===== src/logic/mips_pkg.sv =====
package mips_pkg;

  // ####################################################################
  // widths
  // ####################################################################
  localparam int DWIDTH = 16;   // data and pc.
  localparam int AWIDTH = 32;   // bus address.
  localparam int IWIDTH = 32;   // instruction word.
  localparam int RWIDTH = 5;    // register index.
  localparam int NREGS  = 32;

  localparam logic [RWIDTH-1:0] LINK_REG = 5'd31;   // jal target register.

  // ####################################################################
  // instruction encodings
  // ####################################################################
  typedef enum logic [5:0] {
    OP_RTYPE = 6'h00,
    OP_J     = 6'h02,
    OP_JAL   = 6'h03,
    OP_BEQ   = 6'h04,
    OP_ADDI  = 6'h08,
    OP_LW    = 6'h23,
    OP_SW    = 6'h2b
  } opcode_t;

  typedef enum logic [5:0] {
    F_JR   = 6'h08,
    F_MFHI = 6'h10,
    F_MFLO = 6'h12,
    F_MULT = 6'h18,
    F_ADD  = 6'h20,
    F_SUB  = 6'h22,
    F_AND  = 6'h24,
    F_OR   = 6'h25,
    F_SLT  = 6'h2a
  } funct_t;

  typedef enum logic [2:0] {
    ALU_AND = 3'b000,
    ALU_OR  = 3'b001,
    ALU_ADD = 3'b010,
    ALU_SUB = 3'b110,
    ALU_SLT = 3'b111
  } alu_op_t;

  typedef struct packed {
    opcode_t     op;
    logic [4:0]  rs;
    logic [4:0]  rt;
    logic [4:0]  rd;
    logic [4:0]  shamt;
    funct_t      funct;
  } r_fmt_t;

  typedef struct packed {
    opcode_t     op;
    logic [4:0]  rs;
    logic [4:0]  rt;
    logic [15:0] imm;   // also the jump target.
  } i_fmt_t;

  typedef union packed {
    r_fmt_t r;
    i_fmt_t i;
  } instr_t;

  // ####################################################################
  // decoded controls
  // ####################################################################
  typedef struct packed {
    logic    memtoreg;
    logic    memwrite;
    logic    memop;
    logic    branch;
    logic    alusrc;
    logic    regdst;
    logic    regwrite;
    logic    jump;
    logic    jumpreg;
    logic    link;
    logic    mult;
    logic    mfhi;
    logic    mflo;
    alu_op_t alucontrol;
  } ctrl_t;

endpackage


===== src/logic/alu.sv =====
`timescale 1ns/1ps

module alu import mips_pkg::*; (
  input  logic [DWIDTH-1:0] a,
  input  logic [DWIDTH-1:0] b,
  input  alu_op_t           alucontrol,
  output logic [DWIDTH-1:0] y,
  output logic              zero
);

  logic              sub;
  logic [DWIDTH-1:0] b_eff;
  logic [DWIDTH-1:0] sum;
  logic              slt;

  // ####################################################################
  // shared adder for add, sub and slt
  // ####################################################################
  assign sub   = (alucontrol == ALU_SUB) || (alucontrol == ALU_SLT);
  assign b_eff = sub ? ~b : b;
  assign sum   = a + b_eff + DWIDTH'(sub);   // two's complement subtract.

  // signed less-than, corrected for overflow.
  assign slt = (a[DWIDTH-1] != b[DWIDTH-1]) ? a[DWIDTH-1] : sum[DWIDTH-1];

  always_comb begin
    case (alucontrol)
      ALU_AND: y = a & b;
      ALU_OR:  y = a | b;
      ALU_ADD: y = sum;
      ALU_SUB: y = sum;
      ALU_SLT: y = {{(DWIDTH-1){1'b0}}, slt};
      default: y = '0;
    endcase
  end

  assign zero = (y == '0);   // beq compare.

endmodule


===== src/logic/register_file.sv =====
`timescale 1ns/1ps

module register_file import mips_pkg::*; (
  input  logic              clk,
  input  logic              rst,
  input  logic              we,
  input  logic [RWIDTH-1:0] ra1,
  input  logic [RWIDTH-1:0] ra2,
  input  logic [RWIDTH-1:0] wa,
  input  logic [DWIDTH-1:0] wd,
  input  logic [RWIDTH-1:0] debug_ra4,
  output logic [DWIDTH-1:0] rd1,
  output logic [DWIDTH-1:0] rd2,
  output logic [DWIDTH-1:0] debug_rd4
);

  logic [DWIDTH-1:0] regs [NREGS];

  always_ff @(posedge clk) begin
    if (rst) begin
      for (int i = 0; i < NREGS; i++) begin
        regs[i] <= '0;
      end
    end else if (we && wa != '0) begin   // r0 is never written.
      regs[wa] <= wd;
    end
  end

  assign rd1       = regs[ra1];
  assign rd2       = regs[ra2];
  assign debug_rd4 = regs[debug_ra4];

  // r0 stays zero across any write sequence.
  r0_reads_zero: assert property (@(posedge clk) disable iff (rst)
                                  debug_ra4 == '0 |-> debug_rd4 == '0);

endmodule


===== src/logic/controller.sv =====
`timescale 1ns/1ps

module controller import mips_pkg::*; (
  input  instr_t instr,
  output ctrl_t  ctrl,
  output logic   memop
);

  always_comb begin
    ctrl = '0;
    case (instr.i.op)
      OP_RTYPE: begin
        ctrl.regdst = 1'b1;
        case (instr.r.funct)
          F_ADD: begin
            ctrl.regwrite   = 1'b1;
            ctrl.alucontrol = ALU_ADD;
          end
          F_SUB: begin
            ctrl.regwrite   = 1'b1;
            ctrl.alucontrol = ALU_SUB;
          end
          F_AND: begin
            ctrl.regwrite   = 1'b1;
            ctrl.alucontrol = ALU_AND;
          end
          F_OR: begin
            ctrl.regwrite   = 1'b1;
            ctrl.alucontrol = ALU_OR;
          end
          F_SLT: begin
            ctrl.regwrite   = 1'b1;
            ctrl.alucontrol = ALU_SLT;
          end
          F_JR:   ctrl.jumpreg = 1'b1;
          F_MULT: ctrl.mult    = 1'b1;   // hi/lo only, no gpr write.
          F_MFHI: begin
            ctrl.regwrite = 1'b1;
            ctrl.mfhi     = 1'b1;
          end
          F_MFLO: begin
            ctrl.regwrite = 1'b1;
            ctrl.mflo     = 1'b1;
          end
          default: ctrl = '0;
        endcase
      end
      OP_ADDI: begin
        ctrl.regwrite   = 1'b1;
        ctrl.alusrc     = 1'b1;
        ctrl.alucontrol = ALU_ADD;
      end
      OP_LW: begin
        ctrl.regwrite   = 1'b1;
        ctrl.alusrc     = 1'b1;
        ctrl.memtoreg   = 1'b1;
        ctrl.memop      = 1'b1;
        ctrl.alucontrol = ALU_ADD;   // base plus offset.
      end
      OP_SW: begin
        ctrl.alusrc     = 1'b1;
        ctrl.memwrite   = 1'b1;
        ctrl.memop      = 1'b1;
        ctrl.alucontrol = ALU_ADD;
      end
      OP_BEQ: begin
        ctrl.branch     = 1'b1;
        ctrl.alucontrol = ALU_SUB;   // zero flag on equal.
      end
      OP_J:   ctrl.jump = 1'b1;
      OP_JAL: begin
        ctrl.jump     = 1'b1;
        ctrl.link     = 1'b1;
        ctrl.regwrite = 1'b1;
      end
      default: ctrl = '0;
    endcase
  end

  assign memop = ctrl.memop;

  always_comb begin
    assert (!(ctrl.mfhi && ctrl.mflo)) else $error("mfhi and mflo decoded together.");
  end

endmodule


===== src/logic/bus_interface.sv =====
`timescale 1ns/1ps

module bus_interface import mips_pkg::*; (
  input  logic              clk,
  input  logic              rst,
  input  logic              memop,
  input  logic              memtoreg,
  input  logic              bus_ack,
  input  logic              bus_wait,
  input  logic [DWIDTH-1:0] bus_rdata,
  output logic              bus_req,
  output logic              pc_stall,
  output logic [DWIDTH-1:0] readdata
);

  typedef enum logic [1:0] {S_IDLE, S_WAIT, S_DRAIN1, S_DRAIN2} state_t;

  state_t            state;
  state_t            state_next;
  logic              accept;
  logic [DWIDTH-1:0] rdata_q;

  assign bus_req = memop && (state == S_IDLE || state == S_WAIT);
  assign accept  = bus_req && bus_ack && !bus_wait;   // ack only counts without wait.

  // a store is released in its accepting cycle, a load waits for the delay line.
  assign pc_stall = (bus_req && !(accept && !memtoreg)) || state == S_DRAIN1;

  always_comb begin
    state_next = state;
    case (state)
      S_IDLE, S_WAIT: begin
        if (accept) begin
          state_next = memtoreg ? S_DRAIN1 : S_IDLE;
        end else if (bus_req) begin
          state_next = S_WAIT;
        end
      end
      S_DRAIN1: state_next = S_DRAIN2;
      S_DRAIN2: state_next = S_IDLE;   // load writes back here.
      default:  state_next = S_IDLE;
    endcase
  end

  always_ff @(posedge clk) begin
    if (rst) begin
      state    <= S_IDLE;
      rdata_q  <= '0;
      readdata <= '0;
    end else begin
      state    <= state_next;
      rdata_q  <= bus_rdata;   // two-stage read delay.
      readdata <= rdata_q;
    end
  end

  req_held:  assert property (@(posedge clk) disable iff (rst)
                              bus_req && !accept |=> bus_req);
  load_held: assert property (@(posedge clk) disable iff (rst)
                              state inside {S_DRAIN1, S_DRAIN2} |-> memop && memtoreg);

endmodule


===== src/logic/datapath.sv =====
`timescale 1ns/1ps

module datapath import mips_pkg::*; (
  input  logic              clk,
  input  logic              rst,
  input  ctrl_t             ctrl,
  input  instr_t            instr,
  input  logic [DWIDTH-1:0] readdata,
  input  logic              pc_stall,
  input  logic [RWIDTH-1:0] debug_ra4,
  output logic [DWIDTH-1:0] pc,
  output logic [AWIDTH-1:0] bus_addr,
  output logic [DWIDTH-1:0] bus_wdata,
  output logic [DWIDTH-1:0] debug_rd4
);

  logic [DWIDTH-1:0]   imm;
  logic [DWIDTH-1:0]   pcplus1;
  logic [DWIDTH-1:0]   pcbranch;
  logic [DWIDTH-1:0]   pcnext;
  logic                pcsrc;
  logic [DWIDTH-1:0]   rd1;
  logic [DWIDTH-1:0]   rd2;
  logic [DWIDTH-1:0]   srcb;
  logic [DWIDTH-1:0]   aluout;
  logic                zero;
  logic [RWIDTH-1:0]   writereg;
  logic [DWIDTH-1:0]   result;
  logic                regwe;
  logic [DWIDTH-1:0]   hi;
  logic [DWIDTH-1:0]   lo;
  logic [2*DWIDTH-1:0] product;

  assign imm = instr.i.imm;

  // ####################################################################
  // next pc
  // ####################################################################
  assign pcplus1  = pc + DWIDTH'(1);
  assign pcbranch = pcplus1 + imm;
  assign pcsrc    = ctrl.branch && zero;

  always_comb begin
    if (ctrl.jumpreg) begin
      pcnext = rd1;   // jr.
    end else if (ctrl.jump) begin
      pcnext = imm;
    end else if (pcsrc) begin
      pcnext = pcbranch;
    end else begin
      pcnext = pcplus1;
    end
  end

  always_ff @(posedge clk) begin
    if (rst) begin
      pc <= '0;
    end else if (!pc_stall) begin
      pc <= pcnext;
    end
  end

  // ####################################################################
  // register file, alu and write back
  // ####################################################################
  assign writereg = ctrl.link   ? LINK_REG :
                    ctrl.regdst ? instr.r.rd : instr.r.rt;
  assign regwe    = ctrl.regwrite && !pc_stall;   // held while the bus is busy.
  assign srcb     = ctrl.alusrc ? imm : rd2;

  always_comb begin
    if (ctrl.link) begin
      result = pcplus1;
    end else if (ctrl.mfhi) begin
      result = hi;
    end else if (ctrl.mflo) begin
      result = lo;
    end else if (ctrl.memtoreg) begin
      result = readdata;
    end else begin
      result = aluout;
    end
  end

  register_file rf_i (
    .clk       (clk),
    .rst       (rst),
    .we        (regwe),
    .ra1       (instr.r.rs),
    .ra2       (instr.r.rt),
    .wa        (writereg),
    .wd        (result),
    .debug_ra4 (debug_ra4),
    .rd1       (rd1),
    .rd2       (rd2),
    .debug_rd4 (debug_rd4)
  );

  alu alu_i (
    .a          (rd1),
    .b          (srcb),
    .alucontrol (ctrl.alucontrol),
    .y          (aluout),
    .zero       (zero)
  );

  // signed 16x16 product into hi/lo.
  assign product = $signed(rd1) * $signed(rd2);

  always_ff @(posedge clk) begin
    if (rst) begin
      hi <= '0;
      lo <= '0;
    end else if (ctrl.mult && !pc_stall) begin
      hi <= product[2*DWIDTH-1:DWIDTH];
      lo <= product[DWIDTH-1:0];
    end
  end

  assign bus_addr  = {{(AWIDTH-DWIDTH){1'b0}}, aluout};   // zero extended.
  assign bus_wdata = rd2;

endmodule


===== src/logic/mips.sv =====
`timescale 1ns/1ps

module mips import mips_pkg::*; (
  input  logic              clk,
  input  logic              rst,
  input  logic [IWIDTH-1:0] instr,
  input  logic              bus_ack,
  input  logic              bus_wait,
  input  logic [DWIDTH-1:0] bus_rdata,
  input  logic [RWIDTH-1:0] debug_ra4,
  output logic [DWIDTH-1:0] pc,
  output logic              bus_write,
  output logic [AWIDTH-1:0] bus_addr,
  output logic [DWIDTH-1:0] bus_wdata,
  output logic              bus_req,
  output logic [DWIDTH-1:0] debug_rd4
);

  ctrl_t             ctrl;
  logic              memop;
  logic              pc_stall;
  logic [DWIDTH-1:0] readdata;

  assign bus_write = ctrl.memwrite;   // low unless sw.

  controller ctrl_i (
    .instr (instr),
    .ctrl  (ctrl),
    .memop (memop)
  );

  bus_interface bus_if_i (
    .clk       (clk),
    .rst       (rst),
    .memop     (memop),
    .memtoreg  (ctrl.memtoreg),
    .bus_ack   (bus_ack),
    .bus_wait  (bus_wait),
    .bus_rdata (bus_rdata),
    .bus_req   (bus_req),
    .pc_stall  (pc_stall),
    .readdata  (readdata)
  );

  datapath dp_i (
    .clk       (clk),
    .rst       (rst),
    .ctrl      (ctrl),
    .instr     (instr),
    .readdata  (readdata),
    .pc_stall  (pc_stall),
    .debug_ra4 (debug_ra4),
    .pc        (pc),
    .bus_addr  (bus_addr),
    .bus_wdata (bus_wdata),
    .debug_rd4 (debug_rd4)
  );

endmodule


===== config.mk =====
export PLATFORM = sky130hd
export DESIGN_NAME = mips
export DESIGN_NICKNAME = d
export VERILOG_FILES = /design/src/logic/mips_pkg.sv /design/src/logic/alu.sv /design/src/logic/register_file.sv /design/src/logic/controller.sv /design/src/logic/bus_interface.sv /design/src/logic/datapath.sv /design/src/logic/mips.sv
export SDC_FILE = /design/constraint.sdc
export NUM_CORES = 2
export LEC_CHECK = 0
export ABC_AREA = 1
export BUFFER_PORTS_ARGS = -buffer_cell sky130_fd_sc_hd__buf_2
export CORE_ASPECT_RATIO = 1.75
export CORE_UTILIZATION = 44
export DETAILED_ROUTE_END_ITERATION = 12
export HOLD_SLACK_MARGIN = 0.08
export PLACE_DENSITY_LB_ADDON = 0.15
export SYNTH_ARGS = -nofsm -noshare
export SYNTH_HDL_FRONTEND = slang
export SYNTH_SLANG_ARGS = --single-unit

===== constraint.sdc =====
create_clock -name clk -period 17.1 [get_ports clk]
set_clock_uncertainty 0.2 [all_clocks]
set_input_delay 2.565 -clock clk [delete_from_list [all_inputs] [get_ports clk]]
set_output_delay 2.565 -clock clk [all_outputs]
set_load 0.01 [all_outputs]

==> out/qor.yml <==
status: "finished with violations"
violations: "max-capacitance violations"
multiInputGateArea_sq_um: 27540
root_buffer: "clkbuf_16"
r2r-end: "dp_i.hi[14]"
cp_slowest_cell: "nand2_1"
path_max_fanout: 93
path_class: "primary input to primary output"
pwr-share-seq_pct: 15.0
place_congestion: 0.9993
postRouteAntennaNets: 0
synth_edf_count: 512
ff_latch_area_sq_um: 17020
start_util_pct: 44.52
clkSinkCount: 594
drt_first_pass_iters: 6
end_kind: "primary output"
die_x_microns: 254.4
overflow: 0
crit_arrival_ns: 9.59
ys_ff_latch: 594
fmax_ghz: 0.08091
hp-start: "bus_if_i.rdata_q[7]"
grt_pass1_wl_microns: 337200
cpMostUsedCell: "nand3_1"
rrSetupSlack_ns: 7.78
cts_resized: 0
ir_drop_mv: 0.7218
p_clk_share_pct: 13.3
path_delay_family: "buffers and inverters"
timing.final.setup_violations: 0
cts_setup_buffers: 0
r2r-start: "dp_i.rf_i.regs[24][6]"
grt_max_degree: 131
cts-htree-levels: 2
maxCapViolations: 1
slowest_delay_ns: 1.00
drt_iter0_markers: 6032
synth-seq-area-share_pct: 34.69
critPathLaunchType: "primary input"
cts_tree: "done"
rsz0062_at_grt: "false"
avgRoutedWirePerCell_microns: 30.27
fin_crit_ns: 12.36
drc_errors: 0
dieArea_sq_um: 112900
async_flop_share_pct: 0
nFillCells: 11050
numCtsBuffers: 58
routed_via_density: 6.487
antenna_found_initial: 10
worstPathCellList: "buf_4 -> inv_4 -> buf_12 -> nand3_1 -> nand3_1 -> o21ai_0 -> nand2_1 -> nand3_1 -> nand2_1 -> clkinv_1 -> ha_1 -> nand2_1 -> o21ai_0 -> inv_1 -> nand2_1 -> nand3_1 -> nand3_1 -> nand3_1 -> a21boi_4 -> inv_2 -> buf_2"
worst-path-buf-inv: 7
hpwl_microns: 157100
slew_viol_final: 0
netSwitchingPower_mw: 5.793
final_cells: 7805
p_leak_nw: 21.72
dp_cells: 7692
holdPathEnd: "bus_if_i.readdata[7]"
cts_buffer_depth: 3
fin_crit_sh_pct: 72.28
layout_common_cells: "nand2_1, nor2_1, o21ai_0"
io_pins: 139
portBuffers: 122
layout_commonest_cell: "nand2_1"
syn_to_final_growth_pct: 7.106
worstRegToRegCells: 29
synth.yosys.warnings: 0
hold_viol: 0
avgSynthCellArea_sq_um: 7.621
die_y_microns: 443.7
hold_depth: 2
swShare_pct: 52.32
syn-instance-count: 6437
grt.total_usage_pct: 41.55
drive_gt1_share_pct: 6.978
p_int_mw: 5.280
tns_ns: 0
grt_pass1_vias: 49520
pwr-share-comb_pct: 71.7
synth_ff_type: "edfxtp_1"
synth.distinct_cells: 55
clk_latency_ns: 0.71
crit_required_ns: 14.34
hold_class: "register to register"
core_area_sq_um: 110200
path_clk_slew_ns: 0.06
worst_slew_pin_slew_ns: 1.482
p_per_area_nw_per_um2: 210.8
vias: 50630
slew_headroom_pct: 0.1718
fp-row-count: 161
synth_area_sq_um: 49050
routed_wl_microns: 236200
fin_nets: 6720
holdBufCountCts: 0
-- how the worst max path moves through the flow --
stage	startpoint	end	cells past startpoint
after floorplan	instr[21]	dp_i.hi[15]	35
after global placement	instr[21]	dp_i.hi[14]	28
after detailed placement	instr[21]	dp_i.hi[14]	28
after CTS	instr[22]	bus_addr[0]	21
after global routing	instr[22]	bus_addr[0]	21
final	instr[22]	bus_addr[0]	21
-- cell usage after synthesis (14+ instances only) --
cell	number	area, sq um
xor2_1	43	376.6
fa_1	264	5285
dfxtp_1	82	1642
o211ai_1	20	150.1
a21oi_1	494	2472
clkbuf_1	277	1040
nand2_1	1141	4283
clkinv_1	20	75.07
o21ai_1	65	325.3
buf_1	22	82.58
a31oi_1	25	156.4
a32oi_1	14	122.6
buf_4	45	337.8
o21ai_0	611	3058
o221ai_1	193	1690
buf_6	31	349.1
buf_2	143	715.7
nor2_1	997	3742
edfxtp_1	512	15370
ha_1	114	1426
nor3_1	20	100.1
inv_1	541	2031
nand3_1	580	2903
xnor2_1	22	192.7
o22ai_1	50	312.8
-- logic make-up (layout without fill, tap and decap cells) --
| group | after synthesis | count (layout) | synth area share, % |
|---|---|---|---|
| compound gates | 1527 | 1527 | 17.83 |
| xor+xnor | 65 | 65 | 1.161 |
| fa+ha+maj | 378 | 378 | 13.68 |
| buf+inv | 1094 | 960 | 9.575 |
| flops | 594 | 594 | 34.69 |
| other cells | 1 | 36 | 0.007645 |
| simple gates | 2778 | 2778 | 23.06 |
-- power by group through the flow --
stage	clock network (mW)	registers (mW)	logic, mW
global placement	0	1.69	7.82
global route	1.52	1.67	8.77
finish	1.47	1.66	7.94
detailed placement	0	1.69	7.82
CTS	1.48	1.66	7.89
floorplan	0	1.68	5.54
-- per-stage QoR --
stage | setup WS, ns | utilization (%) | power, mW | hold WS, ns | area (sq um)
global route | 4.873 | 47.67 | 11.96 | 0.2195 | 52530
floorplan | 7.719 | - | 7.215 | 0.1883 | 49170
CTS | 5.611 | 47.67 | 11.02 | 0.2039 | 52530
global placement | 4.914 | 45.77 | 9.513 | 0.1954 | 50440
detailed placement | 4.909 | 45.77 | 9.514 | 0.1944 | 50440
finish | 4.740 | 47.68 | 11.07 | 0.2018 | 52540
-- registers in the layout, indices dropped and copies added (netlist names) --
signal / cells
bus_if_i.readdata: 16
dp_i.pc: 16
dp_i.hi: 16
dp_i.lo: 16
bus_if_i.state: 2
dp_i.rf_i.regs: 512
bus_if_i.rdata_q: 16
-- worst reg2reg max path, delay by kind of cell, from the launching register on --
family	cells	cell delay [ns]
adders and majority gates	7	3.37
DFF	1	0.38
AOI/OAI and AO/OA	5	2.35
and+or+nand+nor	11	2.07
buffers and inverters	6	0.88
-- cell type report --
type                            count  area share (%)
Antenna cell                        4         0.01905
Clock buffer                       70           3.027
Clock inverter                     39          0.9573
Inverter                          575           4.165
Multi-Input combinational cell   4780           52.41
Sequential cell                   594           32.39
Tap cell                         1467           3.494
Timing Repair Buffer              276           3.536
-- per-layer routing --
layer | part of all wire, % | vias up | track usage (%)
met5 | 0.016 | - | 0
met4 | 13 | 6 | 43.25
met3 | 11 | 1431 | 10.28
met2 | 46 | 3915 | 66.70
met1 | 30 | 23950 | 42.63
li1 | - | 21330 | -
No activity file was read; power rests on OpenSTA's default activity.
